<file path="src/source/uart_pkg.sv">
// shared constants and state encodings for the UART core
// imported by the FIFO, the receiver, the transmitter, the top and the testbench

package uart_pkg;

  // character and frame geometry
  localparam int DATA_W     = 8;
  localparam int FRAME_BITS = 10;

  // FIFO sizing, a level must be able to hold FIFO_DEPTH itself
  localparam int FIFO_DEPTH = 16;
  localparam int PTR_W      = $clog2(FIFO_DEPTH);
  localparam int LEVEL_W    = PTR_W + 1;

  // baud divisor and bit counter widths
  localparam int CLKDIV_W   = 16;
  localparam int BITCNT_W   = 4;

  // receiver sequencing, RX_DATA spans the start bit and the eight data bits
  typedef enum logic [1:0] {
    RX_IDLE,
    RX_DATA,
    RX_STOP
  } rx_state_t;

  // transmitter sequencing, one state per part of the frame
  typedef enum logic [1:0] {
    TX_IDLE,
    TX_START,
    TX_DATA,
    TX_STOP
  } tx_state_t;

endpackage

</file>
<file path="src/source/byte_fifo.sv">
// first-word-fall-through byte FIFO with an occupancy count
// one instance sits on each side of the UART, the head entry is always on o_rd_data

`timescale 1ns/1ps

module byte_fifo
  import uart_pkg::*;
(
  input  logic               clk,
  input  logic               rst,
  input  logic [DATA_W-1:0]  i_wr_data,
  input  logic               i_wr,
  input  logic               i_rd,
  output logic [DATA_W-1:0]  o_rd_data,
  output logic               o_empty,
  output logic               o_full,
  output logic [LEVEL_W-1:0] o_level
);

  logic [DATA_W-1:0]  mem [FIFO_DEPTH];
  logic [PTR_W-1:0]   wr_ptr;
  logic [PTR_W-1:0]   rd_ptr;
  logic [LEVEL_W-1:0] count;
  logic               do_wr;
  logic               do_rd;

  // a write while full and a read while empty are both ignored
  assign do_wr = i_wr & ~o_full;
  assign do_rd = i_rd & ~o_empty;

  // storage, pointers wrap on their own since the depth is a power of two
  always_ff @(posedge clk) begin
    if (do_wr) begin
      mem[wr_ptr] <= i_wr_data;
    end
  end

  always_ff @(posedge clk) begin
    if (rst) begin
      wr_ptr <= '0;
      rd_ptr <= '0;
      count  <= '0;
    end else begin
      if (do_wr) begin
        wr_ptr <= wr_ptr + 1'b1;
      end
      if (do_rd) begin
        rd_ptr <= rd_ptr + 1'b1;
      end
      // a simultaneous push and pop leaves the count where it is
      if (do_wr && !do_rd) begin
        count <= count + 1'b1;
      end else if (do_rd && !do_wr) begin
        count <= count - 1'b1;
      end
    end
  end

  // head entry is read combinationally so the consumer needs no extra cycle
  assign o_rd_data = mem[rd_ptr];
  assign o_empty   = (count == '0);
  assign o_full    = (count == LEVEL_W'(FIFO_DEPTH));
  assign o_level   = count;

endmodule

</file>
<file path="src/source/uart_rx.sv">
// serial receiver, 8N1 framing with the bit period set by i_clkdiv
// samples each bit at its mid-point and pushes frames with a good stop bit into its FIFO

`timescale 1ns/1ps

module uart_rx
  import uart_pkg::*;
(
  input  logic                clk,
  input  logic                rst,
  input  logic [CLKDIV_W-1:0] i_clkdiv,
  input  logic                i_rxd,
  input  logic                i_fifo_full,
  output logic                o_fifo_wr,
  output logic [DATA_W-1:0]   o_fifo_data
);

  rx_state_t           state;
  logic                rx_meta;
  logic                rx_sync;
  logic [CLKDIV_W-1:0] baud_ctr;
  logic [BITCNT_W-1:0] bit_ctr;
  logic [DATA_W-1:0]   sr;
  logic                fall;
  logic                shift_now;
  logic                bit_end;

  // two-stage synchronizer, both stages idle high like the line
  always_ff @(posedge clk) begin
    if (rst) begin
      rx_meta <= 1'b1;
      rx_sync <= 1'b1;
    end else begin
      rx_meta <= i_rxd;
      rx_sync <= rx_meta;
    end
  end

  // older stage high and newer stage low marks the leading edge of a start bit
  assign fall = rx_sync & ~rx_meta;

  // mid-bit sample point and end of a bit period
  assign shift_now = (state != RX_IDLE) && (baud_ctr == (i_clkdiv >> 1));
  assign bit_end   = (state != RX_IDLE) && (baud_ctr >= i_clkdiv);

  always_ff @(posedge clk) begin
    if (rst) begin
      state    <= RX_IDLE;
      baud_ctr <= '0;
      bit_ctr  <= '0;
    end else begin
      case (state)
        RX_IDLE: begin
          if (fall) begin
            state    <= RX_DATA;
            baud_ctr <= CLKDIV_W'(1);
            bit_ctr  <= BITCNT_W'(1);
          end
        end
        RX_DATA: begin
          if (bit_end) begin
            baud_ctr <= CLKDIV_W'(1);
            bit_ctr  <= bit_ctr + 1'b1;
            // the last data bit has ended, the next period is the stop bit
            if (bit_ctr == BITCNT_W'(FRAME_BITS - 1)) begin
              state <= RX_STOP;
            end
          end else begin
            baud_ctr <= baud_ctr + 1'b1;
          end
        end
        RX_STOP: begin
          // only the first half of the stop bit is needed
          if (shift_now) begin
            state    <= RX_IDLE;
            baud_ctr <= '0;
            bit_ctr  <= '0;
          end else begin
            baud_ctr <= baud_ctr + 1'b1;
          end
        end
        default: begin
          state <= RX_IDLE;
        end
      endcase
    end
  end

  // the start bit enters first and has been shifted out by the eighth data bit
  always_ff @(posedge clk) begin
    if ((state == RX_DATA) && shift_now) begin
      sr <= {rx_sync, sr[DATA_W-1:1]};
    end
  end

  // bad stop bit or no room in the FIFO drops the byte without a trace
  assign o_fifo_wr   = (state == RX_STOP) && shift_now && rx_sync && !i_fifo_full;
  assign o_fifo_data = sr;

endmodule

</file>
<file path="src/source/uart_top.sv">
// UART subsystem top with a byte FIFO in each direction
// the host pushes transmit bytes and pops received bytes, i_clkdiv sets the bit period

`timescale 1ns/1ps

module uart_top
  import uart_pkg::*;
(
  input  logic                clk,
  input  logic                rst,
  input  logic [CLKDIV_W-1:0] i_clkdiv,
  input  logic [DATA_W-1:0]   i_tx_data,
  input  logic                i_tx_write,
  input  logic                i_rx_read,
  input  logic                i_rxd,
  output logic                o_tx_full,
  output logic [LEVEL_W-1:0]  o_tx_level,
  output logic                o_txd,
  output logic [DATA_W-1:0]   o_rx_data,
  output logic                o_rx_empty,
  output logic [LEVEL_W-1:0]  o_rx_level
);

  logic              tx_fifo_rd;
  logic              tx_fifo_empty;
  logic [DATA_W-1:0] tx_fifo_data;
  logic              rx_fifo_wr;
  logic              rx_fifo_full;
  logic [DATA_W-1:0] rx_fifo_data;

  // transmit path, host side writes and the transmitter pops
  byte_fifo u_tx_fifo (
    .clk       (clk),
    .rst       (rst),
    .i_wr_data (i_tx_data),
    .i_wr      (i_tx_write),
    .i_rd      (tx_fifo_rd),
    .o_rd_data (tx_fifo_data),
    .o_empty   (tx_fifo_empty),
    .o_full    (o_tx_full),
    .o_level   (o_tx_level)
  );

  uart_tx u_tx (
    .clk          (clk),
    .rst          (rst),
    .i_clkdiv     (i_clkdiv),
    .i_fifo_empty (tx_fifo_empty),
    .i_fifo_data  (tx_fifo_data),
    .o_fifo_rd    (tx_fifo_rd),
    .o_txd        (o_txd)
  );

  // receive path, the receiver writes and the host reads
  uart_rx u_rx (
    .clk         (clk),
    .rst         (rst),
    .i_clkdiv    (i_clkdiv),
    .i_rxd       (i_rxd),
    .i_fifo_full (rx_fifo_full),
    .o_fifo_wr   (rx_fifo_wr),
    .o_fifo_data (rx_fifo_data)
  );

  byte_fifo u_rx_fifo (
    .clk       (clk),
    .rst       (rst),
    .i_wr_data (rx_fifo_data),
    .i_wr      (rx_fifo_wr),
    .i_rd      (i_rx_read),
    .o_rd_data (o_rx_data),
    .o_empty   (o_rx_empty),
    .o_full    (rx_fifo_full),
    .o_level   (o_rx_level)
  );

endmodule

</file>
<file path="src/source/uart_tx.sv">
// serial transmitter, 8N1 framing with each bit held for i_clkdiv clocks
// pops bytes from its FIFO and sends frames back to back while bytes are waiting

`timescale 1ns/1ps

module uart_tx
  import uart_pkg::*;
(
  input  logic                clk,
  input  logic                rst,
  input  logic [CLKDIV_W-1:0] i_clkdiv,
  input  logic                i_fifo_empty,
  input  logic [DATA_W-1:0]   i_fifo_data,
  output logic                o_fifo_rd,
  output logic                o_txd
);

  tx_state_t           state;
  logic [CLKDIV_W-1:0] baud_ctr;
  logic [BITCNT_W-1:0] bit_ctr;
  logic [DATA_W-1:0]   sr;
  logic                txd_q;
  logic                bit_end;
  logic                load;

  assign bit_end = (state != TX_IDLE) && (baud_ctr >= i_clkdiv);

  // a new byte is taken when idle or right at the end of a stop bit
  assign load      = !i_fifo_empty && ((state == TX_IDLE) || ((state == TX_STOP) && bit_end));
  assign o_fifo_rd = load;

  always_ff @(posedge clk) begin
    if (rst) begin
      state    <= TX_IDLE;
      baud_ctr <= '0;
      bit_ctr  <= '0;
      txd_q    <= 1'b1;
    end else if (load) begin
      state    <= TX_START;
      baud_ctr <= CLKDIV_W'(1);
      bit_ctr  <= '0;
      txd_q    <= 1'b0;
    end else begin
      case (state)
        TX_START: begin
          if (bit_end) begin
            state    <= TX_DATA;
            baud_ctr <= CLKDIV_W'(1);
            txd_q    <= sr[0];
          end else begin
            baud_ctr <= baud_ctr + 1'b1;
          end
        end
        TX_DATA: begin
          if (bit_end) begin
            baud_ctr <= CLKDIV_W'(1);
            if (bit_ctr == BITCNT_W'(DATA_W - 1)) begin
              state <= TX_STOP;
              txd_q <= 1'b1;
            end else begin
              bit_ctr <= bit_ctr + 1'b1;
              txd_q   <= sr[0];
            end
          end else begin
            baud_ctr <= baud_ctr + 1'b1;
          end
        end
        TX_STOP: begin
          // no byte waiting at the end of the stop bit, line stays high
          if (bit_end) begin
            state    <= TX_IDLE;
            baud_ctr <= '0;
          end else begin
            baud_ctr <= baud_ctr + 1'b1;
          end
        end
        default: begin
          state <= TX_IDLE;
          txd_q <= 1'b1;
        end
      endcase
    end
  end

  // the next data bit always sits in sr[0], LSB goes out first
  always_ff @(posedge clk) begin
    if (load) begin
      sr <= i_fifo_data;
    end else if (bit_end && ((state == TX_START) || (state == TX_DATA))) begin
      sr <= sr >> 1;
    end
  end

  assign o_txd = txd_q;

endmodule
</file>
<file path="config.mk">
export PLATFORM = sky130hd
export DESIGN_NAME = uart_top
export DESIGN_NICKNAME = d
export VERILOG_FILES = /design/src/source/uart_pkg.sv /design/src/source/byte_fifo.sv /design/src/source/uart_rx.sv /design/src/source/uart_top.sv /design/src/source/uart_tx.sv
export SDC_FILE = /design/constraint.sdc
export NUM_CORES = 1
export LEC_CHECK = 0
export ABC_AREA = 1
export BUFFER_PORTS_ARGS = -buffer_cell sky130_fd_sc_hd__buf_2
export CORE_ASPECT_RATIO = 1.5
export CORE_MARGIN = 2
export CORE_UTILIZATION = 45
export CTS_BUF_LIST = sky130_fd_sc_hd__clkbuf_2 sky130_fd_sc_hd__clkbuf_4 sky130_fd_sc_hd__clkbuf_8
export CTS_CLUSTER_SIZE = 16
export DETAILED_ROUTE_END_ITERATION = 12
export PLACE_DENSITY_LB_ADDON = 0.12
export SYNTH_ARGS = -nofsm -noshare
export SYNTH_HDL_FRONTEND = slang
export SYNTH_SLANG_ARGS = --single-unit
</file>
<file path="constraint.sdc">
create_clock -name clk -period 3.25 [get_ports clk]
set_clock_uncertainty 0.2 [all_clocks]
set_input_delay 0.325 -clock clk [delete_from_list [all_inputs] [get_ports clk]]
set_output_delay 0.325 -clock clk [all_outputs]
set_load 0.03 [all_outputs]
</file>
# Yosys cells after proc, flatten, opt, wreduce, memory -nomap -nowiden
# Memories as Yosys holds them, arrays and structs flattened. A register that Yosys moved wholly into a read port is not among the register bits.
# Index checks and enable logic that the tools add are counted.
[classes]
add_sub_neg = 12
mul = 0
div = 0
order_cmp = 2
n_eq_ne = 23
shifts = 0
mux = 42
bitwise_logic = 11
reduce_logical = 43
[op_table]
columns = ["operator", "count"]
rows = [
  ["$mux W16", 5],
  ["$pmux W16 S3", 1],
  ["$add A16 B1 Y16 const B", 2],
  ["$ge A16 B16 Y1", 2],
  ["$pmux W16 S2", 1],
  ["$mux W4", 7],
  ["$add A4 B1 Y4 const B", 6],
  ["$mux W5", 4],
  ["$eq A16 B15 Y1", 1],
  ["$mux W2", 8],
  ["$mux W8", 2],
  ["$ne A2 B1 Y1 const B", 8],
  ["$reduce_and A4 Y1", 4],
  ["$logic_and A1 B1 Y1", 14],
  ["$ne A3 B2 Y1 const B", 4],
  ["$pmux W2 S3", 2],
  ["$pmux W4 S3", 1],
  ["$reduce_bool A2 Y1", 6],
  ["$add A5 B1 Y5 const B", 2],
  ["$eq A5 B5 Y1 const B", 2],
  ["$logic_not A5 Y1", 2],
  ["$mux W1", 10],
  ["$sub A5 B1 Y5 const B", 2],
  ["$eq A2 B2 Y1 const B", 3],
  ["14 further kinds", 34],
]
[totals]
register_bits = 89
latchBits = 0
mem_bits_rw = 256
mem_bits_ro = 0
input_bits = 29
output_inout_bits = 21
wordCells = 154
memories = 2
[mem_list]
columns = ["name", "words", "width", "read_ports", "rd_clocked_by_memory_dff", "write_ports", "line", "rtl"]
rows = [
  ["u_rx_fifo.mem", 16, 8, 1, 1, 1, "byte_fifo.sv:20", "logic [DATA_W-1:0] mem [FIFO_DEPTH];"],
  ["u_tx_fifo.mem", 16, 8, 1, 1, 1, "byte_fifo.sv:20", ""],
]

# Longest topological paths before layout
# Gate-level depths: netlist (run 1).
[logic_depth]
word_depth = 10
depth_mapped = 25
depth_no_buf = 24

# Hierarchy
# Synthesis (run 1) repeated with hierarchy kept, for this count alone.
[hier_totals]
cells_unflattened = 1960
area_unflattened_um2 = 17453.0
[modules_own_cells]
columns = ["module", "n_inst", "cells_each", "area_per_inst_um2"]
rows = [
  ["byte_fifo (u_rx_fifo)", 1, 657, 6446.2],
  ["byte_fifo (u_tx_fifo)", 1, 657, 6443.7],
  ["uart_rx", 1, 368, 2441.1],
  ["uart_tx", 1, 278, 2122.0],
]

# Worst setup path before layout (run 1)
# OpenSTA, ideal clock, no wires.
[synth_timing]
path_kind = "register to register"
from = "register u_tx.baud_ctr[3]"
to = "register u_tx_fifo.count[4], in the netlist u_tx_fifo.o_level[4]"
setup_ps = 119
t_arrival_ps = 2886
path_slack_ps = 45
stages_incl_launch_ff = 24
path_buffers = 1
synth_period_minus_slack_ps = 3205
cell_sequence = "dfxtp_1 ha_1 nand2_1 nor2_1 nor2_1 nand2_1 nand2_1 nand2_1 nand2_1 nand2_2 nand2_1 nand2_1 nand2_2 buf_2 ha_1 inv_1 fa_1 a21o_1 a21oi_1 nor2_1 nor2_1 nand2_1 o21ai_0 a21oi_1"
[synth_between]
elab_chain_len = 9
word_cells_on_any_way = 11
cone_classes = "1 x order compare; 1 x mux; 1 x bitwise; 8 x reduce/logical"
[synth_rtl]
columns = ["element", "line", "rtl"]
rows = [
  ["start, declared", "uart_tx.sv:19", "logic [CLKDIV_W-1:0] baud_ctr;"],
  ["start signal, assigned", "uart_tx.sv:51", "baud_ctr <= baud_ctr + 1'b1;"],
  ["start signal, assigned", "uart_tx.sv:65", "baud_ctr <= baud_ctr + 1'b1;"],
  ["start signal, assigned", "uart_tx.sv:74", "baud_ctr <= baud_ctr + 1'b1;"],
  ["$ge A16 B16 Y1 *", "uart_tx.sv:26", "assign bit_end = (state != TX_IDLE) && (baud_ctr >= i_clkdiv);"],
  ["$logic_and A1 B1 Y1 *", "uart_tx.sv:26", ""],
  ["$logic_and A1 B1 Y1 *", "uart_tx.sv:29", "assign load = !i_fifo_empty && ((state == TX_IDLE) || ((state == TX_STOP) && bit_end));"],
  ["$logic_or A1 B1 Y1 *", "uart_tx.sv:29", ""],
  ["$logic_and A1 B1 Y1 *", "uart_tx.sv:29", ""],
  ["$and A1 B1 Y1 *", "byte_fifo.sv:29", "assign do_rd = i_rd & ~o_empty;"],
  ["$logic_not A1 Y1", "byte_fifo.sv:51", "if (do_wr && !do_rd) begin"],
  ["$logic_and A1 B1 Y1", "byte_fifo.sv:51", ""],
  ["$mux W5 or $reduce_bool A2 Y1 (tied branches)", "-", ""],
  ["end signal, assigned", "byte_fifo.sv:52", "count <= count + 1'b1;"],
  ["end signal, assigned", "byte_fifo.sv:54", "count <= count - 1'b1;"],
  ["end, declared", "byte_fifo.sv:23", "logic [LEVEL_W-1:0] count;"],
]
# Mark *: on every way between the ends. The rest lies on a longest branch, timed or not.
# A chain may end at the register's enable or synchronous reset.

# Final worst setup path (run 1)
[layout_timing]
from = "register u_rx.baud_ctr[9]"
to = "register u_rx_fifo.count[4], in the netlist u_rx_fifo.o_level[4]"
[layout_between]
elab_chain_len = 9
word_cells_on_any_way = 11
cone_classes = "1 x eq/ne; 1 x mux; 1 x bitwise; 8 x reduce/logical"
[layout_rtl]
columns = ["element", "line", "rtl"]
rows = [
  ["start, declared", "uart_rx.sv:21", "logic [CLKDIV_W-1:0] baud_ctr;"],
  ["start signal, assigned", "uart_rx.sv:69", "baud_ctr <= baud_ctr + 1'b1;"],
  ["start signal, assigned", "uart_rx.sv:79", "baud_ctr <= baud_ctr + 1'b1;"],
  ["$eq A16 B15 Y1 *", "uart_rx.sv:43", "assign shift_now = (state != RX_IDLE) && (baud_ctr == (i_clkdiv >> 1));"],
  ["$logic_and A1 B1 Y1 *", "uart_rx.sv:43", ""],
  ["$logic_and A1 B1 Y1 * (3 in series)", "uart_rx.sv:97", "assign o_fifo_wr = (state == RX_STOP) && shift_now && rx_sync && !i_fifo_full;"],
  ["$and A1 B1 Y1 *", "byte_fifo.sv:28", "assign do_wr = i_wr & ~o_full;"],
  ["named net u_rx_fifo.do_wr", "byte_fifo.sv:24", "logic do_wr;"],
  ["$logic_not A1 Y1", "byte_fifo.sv:53", "end else if (do_rd && !do_wr) begin"],
  ["$logic_and A1 B1 Y1", "byte_fifo.sv:53", ""],
  ["$reduce_bool A2 Y1 (no line)", "-", ""],
  ["end signal, assigned", "byte_fifo.sv:52", ""],
  ["end signal, assigned", "byte_fifo.sv:54", ""],
  ["end, declared", "byte_fifo.sv:23", ""],
]
# Mark *: on every way through the listed nets, which the timed path passes. The rest lies on a longest branch.

==> impl_results.md, run 1 <==
* Outcome: complete, no violations
* Final wirelength at 38340 microns
* Inserted Clock Buffers at 53
* DRT iter0 DRCs at 622
* Final Core Density at 53.18%
* Pwr Total at 13.61 mW
* # diodes at 0
* CP bufs+invs at 2
* Clock Sinks at 353
* Largest stage delay, worst path at 0.40 ns
* Placeable core area at 35100 sq um
* R2r worst-path depth at 18
* Post-place setup slack at -0.04710 ns
* Critical path type: reg -> reg
* WP depth at 18
* Sequence of cells on the critical path: inv_1, nand2_1, o21ai_0, nor2_1, nand2_1, nor2_2, nand2_4, nor2_4, ha_4, inv_2, fa_2, a21o_1, a21oi_2, nor2_1, nor2_1, nand2_1, o21ai_1, a21oi_1
* CP arrival at 3.28 ns
* CTS tree: done
* DP Area at 17210 sq um
* Clock share of power at 30.0%
* Switching power at 4.771 mW
* Worst path required time at 3.55 ns
* FF-to-FF setup slack at 0.27 ns
* Vias per cell at 5.243
* Total GRT Usage at 20.78%
* Reg clk slew, reported paths at 0.07 ns
* Gate power share at 30.3%
* Final Cell Area at 18670 sq um
* Switching Share at 35.06%
* Post-layout nets at 1736
* Pwr/cell area at 728.9 nW/um^2
* Final WS setup at 0.2699 ns
* Fmax achieved at 335.6 MHz
* Crit path max fanout at 7
* Final TNS setup at 0 ns
* Largest net degree at the start of global routing at 65
* Reg power frac at 39.7%
* Hold Vio Cnt, Final at 0
* Worst-margin pin slew at 1.097 ns
* GPL Wtd Cong at 0.8040
* PortBufs at 49
* First-pass iteration count of the detailed router at 5
* Max_cap viols at 0
* DRC viols at 0
* Die area at 37290 sq um
* WL per Instance at 17.75 microns
* Detail Route Antenna Nets at 0
* Starting Density at 45.80%
* Fraction of layout cells with a size suffix above 1 at 16.95%
* Initial antenna violation count at 0
* Synthesis-to-finish area growth at 16.10%
* Detailed-route via count at 11330
* Synth cell types at 46
* Root Buffer: clkbuf_8
* Slew margin rel. at 26.07%
* First-pass GRT wire length at 60520 microns
* Critical Path Start Type: register
* Slew Limit Fails at 0
* H-tree depth at 2
* Most common cell after layout, fill and taps aside: edfxtp_1
* RR Endpoint: u_rx_fifo.o_level[4]
* Cell Int Power at 8.836 mW
* Part of the cycle the worst path needs at 91.69%
* Die width at 158.3 microns
* GRT overflow at 0
* Most frequent cells in the layout: 272 x edfxtp_1, 215 x nand2_1, 170 x nor2_1
* Maximum vdd drop at 0.5241 mV
* HPWL after DPL at 25660 microns
* Die H at 235.5 microns
* Worst Hold Class: reg -> reg
* Total number of yosys warnings at 0
* Count of endpoints failing setup in the final report at 0
* Synthesized area per cell at 10.67 sq um
* FP Rows at 84
* Worst Setup End Kind: register
* Mapped Area at 16080 sq um
* Unrepaired setup endpoints after global routing: true
* Crit path time final at 2.980 ns
* Syn_nets at 1601
* Reg2reg start: u_rx.baud_ctr[9]
* Family with the most delay on the worst path: simple AND/OR/NAND/NOR gates
* Yosys reg bits at 353
* LEAKAGE at 7.127 nW
* Slowest CP cell: fa_2
* Ports at 50
* Crit path from: u_rx.baud_ctr[9]
* Vias in the first global route at 11270
* Clk buf depth at 3
* Sequential fraction of the synthesis area at 60.89%
* End point of the critical path: u_rx_fifo.o_level[4]
* Clk_lat worst skew at 0.60 ns
* Cells after Synth at 1507
[cell type report]
cell class | instances | area [sq um]
clock inverters | 21 | 254.0
flip-flops and latches | 353 | 9801
well taps | 473 | 591.8
fillers | 3183 | 16440
inverters | 144 | 540.5
multi-input cells | 949 | 5549
clock buffers | 79 | 962.2
repair buffers | 141 | 968.4
[registers in the layout (all words and copies together) (netlist names), 5 cells and up, named ones only]
| name | flops |
|---|---|
| u_rx_fifo.mem | 128 |
| u_tx_fifo.mem | 128 |
| u_rx.baud_ctr | 16 |
| u_tx.baud_ctr | 16 |
| u_rx.o_fifo_data | 8 |
| u_tx.sr | 8 |
| u_rx_fifo.o_level | 5 |
| u_tx_fifo.o_level | 5 |
[per-layer routing]
metal  up-vias  wire [microns]  track usage, %  share of wire (%)
li1       5561               -               -                  -
met3        69            1768           2.872                4.6
met1      5422           15340           24.80                 40
met2       273           20270           38.17                 53
met5         -               0               0                  0
met4         0             962           6.470                2.5
[power groups by stage]
stage               combinational [mW]  clock [mW]  sequential, mW
floorplan                         2.81           0            5.50
global placement                  4.00           0            5.48
detailed placement                4.05           0            5.49
CTS                               4.09        4.18            5.40
global route                      4.63        4.37            5.44
finish                            4.12        4.09            5.40
[what timing repair did]
action,CTS,global route
setup buffers,0,3
gates resized for setup,0,23
hold buffers,13,0
endpoints found under the hold margin,140,0
endpoints found under the setup margin,0,4
[worst min-delay path: stages, from the launching register on]
cell and delay, ns:
dfxtp_1 0.31, inv_1 0.05, nand2_1 0.04
[cell usage after synthesis, drive strengths merged]
cell	count	area, sq um
edfxtp	272	8168
nand2	223	872.1
nor2	178	698.2
inv	141	529.3
o21ai	132	660.6
a21oi	104	524.3
dfxtp	81	1622
ha	63	788.3
nand3	57	325.3
clkbuf	45	168.9
o211ai	38	285.3
mux2i	32	320.3
o221ai	24	210.2
nand4	18	112.6
xor2	18	157.7
buf	16	111.4
nor3	14	107.6
xnor2	9	78.83
nor4	6	52.55
a21o	5	37.54
a32o	4	40.04
o22ai	4	25.02
or2	4	25.02
a211oi	3	22.52
clkinv	3	11.26
nor3b	3	22.52
o21a	3	22.52
o21bai	3	22.52
fa	2	40.04
a31oi	1	6.260
o211a	1	10.01
[cell families (layout without fill, tap and decap cells)]
kind of cell             Yosys count  after routing  share of synthesized area [%]
AND/OR/NAND/NOR                  503            503                          13.78
flip-flops                       353            353                          60.89
AO/OA/AOI/OAI                    322            322                          11.61
buffers and inverters            205            385                          5.105
adder cells (fa/ha/maj)           65             65                          5.152
multiplexers                      32             32                          1.992
XOR/XNOR                          27             27                          1.471
[metrics by stage]
| stage | instances | hold slack (ns) |
|---|---|---|
| detailed placement | 2044 | 0.2081 |
| finish | 2160 | 0.2214 |
| CTS | 2157 | 0.2228 |
| floorplan | 1507 | 0.1918 |
| global placement | 2044 | 0.2008 |
| global route | 2160 | 0.2475 |
[worst min-delay path by stage]
stage	from	endpoint	slack, ns	cells past startpoint
6_report	u_rx.rx_meta	u_rx.rx_sync	0.22	2
5_1_grt	u_rx.rx_sync	u_rx.o_fifo_data[7]	0.25	0
4_1_cts	u_rx.rx_meta	u_rx.rx_sync	0.22	2
3_5_place_dp	u_rx.rx_meta	u_rx.rx_sync	0.21	2
3_3_place_gp	u_rx.rx_meta	u_rx.rx_sync	0.20	2
2_1_floorplan	u_rx.rx_meta	u_rx.rx_sync	0.19	2
(Power assumes the default switching activity.)
==> run 2, diff against run 1 <==
- ABC_AREA: 1 -> default
==> impl_results.md, run 2 <==
* Outcome: finished, violations left
* Failing checks: negative setup slack
* Clock share of power at 30.1% (about the same)
* Fill cell count at 2772 (-13%)
* Root Buffer: clkbuf_8
* Slowest CP cell: fa_2
* Top post-synthesis cells by area: edfxtp_1 54%, mux4_2 12%, dfxtp_1 11%
* Synthesis-to-finish area growth at 18.54%
* Initial antenna violation count at 1 (+1)
* Clk_lat worst skew at 0.62 ns (+0.02 ns)
* First-pass GRT wire length at 49220 microns (-19%)
* Reg area at 9797 sq um (about the same)
* Top-count cell post-synth: edfxtp_1
* Ports at 50 (unchanged)
* Sequence of cells on the critical path: inv_2, ha_4, nand2b_4, a211o_1, a211oi_2, o31ai_4, o21ai_4, ha_4, inv_4, fa_2, a21o_1, a21oi_2, xnor2_1, or3_1, a21oi_2
* Gate power share at 28.5% (-1.8 points)
* Ys flop type: edfxtp_1
* Cells after Synth at 997 (-34%)
* PortBufs at 49 (unchanged)
* FP Rows at 82 (-2.4%)
* Critical Path Start Type: register
* Hold Vio Cnt, Final at 0 (unchanged)
* Die width at 154.4 microns (-2.5%)
* Crit path max fanout at 3 (-4)
* Most common cell after layout, fill and taps aside: edfxtp_1
* Post-layout nets at 1280 (-26%)
* Worst-margin pin slew at 0.9899 ns (-0.1074 ns)
* Post-synth EDFFs at 272 (unchanged)
* Syn_nets at 1091 (-32%)
* Mapped Area at 15260 sq um (-5.1%)
* Placeable core area at 33450 sq um (-4.7%)
* Fraction of layout cells with a size suffix above 1 at 31.08% (+14 points)
* Max_cap viols at 0 (unchanged)
* Switching power at 3.797 mW (-20%)
* Synth cell count leaders: 272 x edfxtp_1, 98 x nor2_1, 81 x dfxtp_1
* Multi-input gate area at 5271 sq um (-5.0%)
* GPL Wtd Cong at 0.7783 (-3.2%)
* Async SR Flop Fraction at 0% (unchanged)
* HPWL after DPL at 21280 microns (-17%)
* DRC viols at 0 (unchanged)
* Worst Setup End Kind: register
* Die area at 35430 sq um (-5.0%)
* Most frequent cells in the layout: 272 x edfxtp_1, 110 x buf_4, 96 x nor2_1
* # diodes at 0 (unchanged)
* Vias per cell at 5.235 (-0.16%)
* Clk buf depth at 3 (unchanged)
* Slew Limit Fails at 0 (unchanged)
* Reg clk slew, reported paths at 0.06 ns (about the same)
* Inserted Clock Buffers at 55 (+3.8%)
* Synthesized area per cell at 15.31 sq um (+43%)
* Yosys top cell area share at 53.53% (+2.7 points)
* CTS tree: done
* WL per Instance at 18.69 microns (+5.3%)
* Family with the most delay on the worst path: compound AO/OA/AOI/OAI gates
* Largest area contributor in the netlist: edfxtp_1
* Crit path time final at 3.282 ns (+0.3020 ns)
* GRT overflow at 0 (unchanged)
* Count of endpoints failing setup in the final report at 1 (+1)
* Detail Route Antenna Nets at 0 (unchanged)
* Largest stage delay, worst path at 0.33 ns (-0.07 ns)
* Clock Sinks at 353 (unchanged)
* Slew margin rel. at 34.01% (+7.9 points)
* Unrepaired setup endpoints after global routing: true
* LEAKAGE at 6.432 nW (-9.7%)
* Reg power frac at 41.4% (+1.7 points)
* Sequential fraction of the synthesis area at 64.15% (+3.3 points)
* Worst Hold Class: in -> reg
* Vias in the first global route at 9258 (-18%)
* Synth cell types at 58 (+26%)
* DRT iter0 DRCs at 315 (-49%)
* First-pass iteration count of the detailed router at 4 (-1)
* Largest regs: u_rx_fifo.mem: 128 flops, u_tx_fifo.mem: 128 flops
* Final TNS setup at -0.03208 ns (-0.03208 ns)
* Critical path type: reg -> reg
* Starting Density at 45.62% (-0.18 points)
* Worst path required time at 3.58 ns (+0.03 ns)
* Total GRT Usage at 18.04% (-2.7 points)
* Fmax achieved at 304.7 MHz (-9.2%)
* Total number of yosys warnings at 0 (unchanged)
* H-tree depth at 2 (unchanged)
* Final wirelength at 30830 microns (-20%)
* Switching Share at 29.71% (-5.4 points)
* Yosys reg bits at 353 (unchanged)
* Part of the cycle the worst path needs at 101.0% (+9.3 points)
* Maximum vdd drop at 0.4404 mV (-16%)
* Largest net degree at the start of global routing at 55 (-15%)
* CP arrival at 3.62 ns (+0.34 ns)
* Detailed-route via count at 8632 (-24%)
* Die H at 229.5 microns (-2.5%)
* Pwr/cell area at 706.5 nW/um^2 (-3.1%)
* CP bufs+invs at 2 (unchanged)
* Final WS setup at -0.03208 ns (-0.3020 ns)
* Cell Int Power at 8.983 mW (+1.7%)
* Post-place setup slack at -0.2285 ns (-0.1814 ns)
-- run 2: cell count changes after synthesis, sizes merged, moves of 36 or more --
cell,change
o21ai,-109
nor2,-80
a21oi,-72
nand2,-184
o211ai,-36
nand3,-38
mux4,+80
inv,-102
-- run 2: through the flow --
stage          instances  hold WS (ns)  area [sq um]  util (%)  total power [mW]
4_1_cts             1648        0.1188         18030     53.92             12.88
6_report            1649        0.1481         18090     54.08             12.78
3_5_place_dp        1537        0.2435         16760     50.12             8.961
3_3_place_gp        1537        0.2343         16760     50.12             8.931
2_1_floorplan        997        0.2113         15300         -             7.910
5_1_grt             1649        0.1724         18090     54.08             13.45
-- run 2: per-layer routing --
layer	vias up	part of all wire [%]	global-route usage, %
li1	4176	-	-
met1	4280	39	20.26
met2	115	55	34.22
met3	59	4.1	3.671
met4	2	2.2	5.324
met5	-	0.036	0
-- run 2: power groups by stage --
| stage | registers, mW | clock network, mW | logic (mW) |
|---|---|---|---|
| 2_1_floorplan | 5.46 | 0 | 2.45 |
| 3_3_place_gp | 5.38 | 0 | 3.55 |
| 3_5_place_dp | 5.38 | 0 | 3.58 |
| 4_1_cts | 5.29 | 3.96 | 3.64 |
| 5_1_grt | 5.31 | 4.14 | 4.00 |
| 6_report | 5.29 | 3.85 | 3.65 |
-- run 2: kinds of logic after synthesis --
| family | count (synthesis) | share of synthesized area (%) |
|---|---|---|
| flops | 353 | 64.15 |
| simple gates | 250 | 8.052 |
| mux | 98 | 13.05 |
| compound gates | 97 | 4.116 |
| buf+inv | 78 | 1.992 |
| fa+ha+maj | 65 | 5.428 |
| xor+xnor | 56 | 3.214 |
-- run 2: area by class of cell --
type                       instances  area share (%)
inverter                          39          0.8231
multi-input combinational        566           29.14
clock inverter                    30           1.432
tap                              420           2.905
clock buffer                      70           4.842
timing repair buffer             171           6.696
sequential                       353           54.16
-- run 2: repair_timing --
action	in CTS	in global routing
resized for setup	3	13
hold buffers	10	0
pin swaps	10	18
endpoints found under the setup margin	3	4
setup buffers	1	1
endpoints found under the hold margin	131	0
-- run 2: tightest hold or removal path, stage by stage --
cell and delay, ns:
buf_2 0.09, nor2b_1 0.16, buf_4 0.17, xnor2_1 0.13
nor2_1 0.04
-- run 2: final timing paths --
kind | from | to | slack (ns) | cells past startpoint
min reg2reg | u_rx.rx_meta | u_rx.rx_sync | 0.25 | 1
min | i_tx_write | u_tx_fifo.wr_ptr[0] | 0.15 | 5
max | u_tx.baud_ctr[0] | u_tx_fifo.o_level[4] | -0.03 | 15
max reg2reg | u_tx.baud_ctr[0] | u_tx_fifo.o_level[4] | -0.03 | 15
==> run 3, diff against run 2 <==
- CORE_UTILIZATION: 45 -> 58
==> impl_results.md, run 3 (synthesis gave the netlist of run 2 again) <==
* Outcome: complete, no violations
* Part of the cycle the worst path needs at 99.52% (-1.5 points)
* CTS tree: done
* Final TNS setup at 0 ns (+0.03208 ns)
* Pwr/cell area at 697.7 nW/um^2 (-1.2%)
* Vias in the first global route at 9014 (-2.6%)
* DRT iter0 DRCs at 484 (+54%)
* Slew Limit Fails at 0 (unchanged)
* Final wirelength at 30290 microns (-1.7%)
* Crit path max fanout at 3 (unchanged)
* Met3 Wirelength at 1339 microns (+7.2%)
* Met2 wire len at 16680 microns (-1.1%)
* CP bufs+invs at 2 (unchanged)
* Most common cell on crit path: ha_4
* Crit path time final at 3.234 ns (-0.04772 ns)
* Inserted Clock Buffers at 50 (-9.1%)
* Detailed-route via count at 8824 (+2.2%)
* Unrepaired setup endpoints after global routing: true
* H-tree depth at 2 (unchanged)
* Worst path required time at 3.55 ns (-0.03 ns)
* CP arrival at 3.54 ns (-0.08 ns)
* Largest stage delay, worst path at 0.34 ns (about the same)
* WL per Instance at 19.42 microns (+3.9%)
* Die H at 202.7 microns (-12%)
* Count of endpoints failing setup in the final report at 0 (-1)
* Reg clk slew, reported paths at 0.06 ns (about the same)
* Clk_lat worst skew at 0.59 ns (-0.03 ns)
* Slowest CP cell: fa_2
* Vias per cell at 5.656 (+8.1%)
* Initial antenna violation count at 0 (-1)
* Hold Vio Cnt, Final at 0 (unchanged)
* Maximum vdd drop at 0.4377 mV (-0.61%)
* Root Buffer: clkbuf_8
* Largest net degree at the start of global routing at 55 (unchanged)
* Most common cell after layout, fill and taps aside: edfxtp_1
* Max_cap viols at 0 (unchanged)
* GPL Wtd Cong at 0.8246 (+5.9%)
* Synthesis-to-finish area growth at 17.85%
* Slew margin rel. at 36.96% (+3.0 points)
* Max layer used: met4
* Family with the most delay on the worst path: compound AO/OA/AOI/OAI gates
* Clock Sinks at 353 (unchanged)
* Most frequent cells in the layout: 272 x edfxtp_1, 116 x buf_4, 96 x nor2_1
* Pwr Total at 12.55 mW (-1.8%)
* Fmax achieved at 309.2 MHz (+1.5%)
* Total GRT Usage at 23.00% (+5.0 points)
* First-pass GRT wire length at 48110 microns (-2.3%)
* LEAKAGE at 6.445 nW (+0.20%)
* Ports at 50 (unchanged)
* Metal-1 WL at 11440 microns (-4.9%)
* Placeable core area at 25850 sq um (-23%)
* Critical path type: reg -> reg
* Die width at 136.4 microns (-12%)
* Starting Density at 59.02% (+13 points)
* # diodes at 0 (unchanged)
* Final Core Density at 69.56% (+15 points)
* DRC viols at 0 (unchanged)
* Detail Route Antenna Nets at 0 (unchanged)
* HPWL after DPL at 20870 microns (-2.0%)
* Worst Setup End Kind: register
* Worst Hold Class: in -> reg
* Sequence of cells on the critical path: inv_2, ha_4, nand2b_4, a211o_1, a211oi_4, o31ai_4, o21ai_4, ha_4, inv_4, fa_2, a21o_1, a21oi_2, xnor2_1, or3_1, a21oi_1
* GRT overflow at 0 (unchanged)
* PortBufs at 49 (unchanged)
* Worst-margin pin slew at 0.9456 ns (-0.04436 ns)
* Clk buf depth at 3 (unchanged)
* FP Rows at 72 (-12%)
* Critical Path Start Type: register
* Fraction of layout cells with a size suffix above 1 at 31.21% (+0.13 points)
* First-pass iteration count of the detailed router at 5 (+1)
* WHS at 0.1802 ns (+0.03210 ns)
* Post-layout nets at 1282 (+0.16%)
* Largest regs: u_rx_fifo.mem: 128 flops, u_tx_fifo.mem: 128 flops
* Die area at 27650 sq um (-22%)
[run 3: cell types whose count changed in the layout (fill, tap and decap cells not counted), sizes merged]
| cell | delta |
|---|---|
| buf | +7 |
| clkbuf | -5 |
| clkinvlp | -2 |
| clkinv | -2 |
[run 3: layer usage]
metal / up-vias / GRT usage, %
met2: 201 / 41.82
met1: 4374 / 27.32
met3: 58 / 4.145
met4: 0 / 7.589
li1: 4191 / -
met5: - / 0
[run 3: where the power goes]
part / internal (mW) / switching [mW] / total, mW
logic: 1.80 / 1.83 / 3.63
clock network: 1.95 / 1.64 / 3.58
registers: 5.13 / 0.205 / 5.33
[run 3: per-stage QoR]
stage               cell area (sq um)  worst slack, ns  std cells
finish                          17980          0.01564       1560
global route                    17980          -0.1178       1560
CTS                             17880         -0.01963       1556
detailed placement              16690          -0.1863       1453
global placement                16690          -0.1212       1453
floorplan                       15300          -0.2582        997
[run 3: path summary, 6_finish.rpt]
path	from	end	slack, ns	cells after the start
setup / recovery	u_tx.baud_ctr[0]	u_tx_fifo.o_level[4]	0.02	15
hold / removal	rst	u_tx_fifo.wr_ptr[1]	0.18	2
setup reg to reg	u_tx.baud_ctr[0]	u_tx_fifo.o_level[4]	0.02	15
hold reg to reg	u_rx.rx_meta	u_rx.rx_sync	0.23	1
[run 3: area by class of cell]
type / count / area (sq um)
repair buffers: 178 / 1276
well taps: 333 / 416.7
inverters: 39 / 148.9
clock buffers: 65 / 807.0
flip-flops and latches: 353 / 9803
fillers: 1763 / 7871
clock inverters: 26 / 222.7
multi-input cells: 566 / 5309
[run 3: what timing repair did]
item | in CTS | in global routing
buffers inserted | 2 | 4
hold buffers | 10 | 0
resized for setup | 10 | 14
endpoints found under the hold margin | 131 | 0
gates cloned | 0 | 0
endpoints found under the setup margin | 6 | 5
pin swaps | 13 | 23
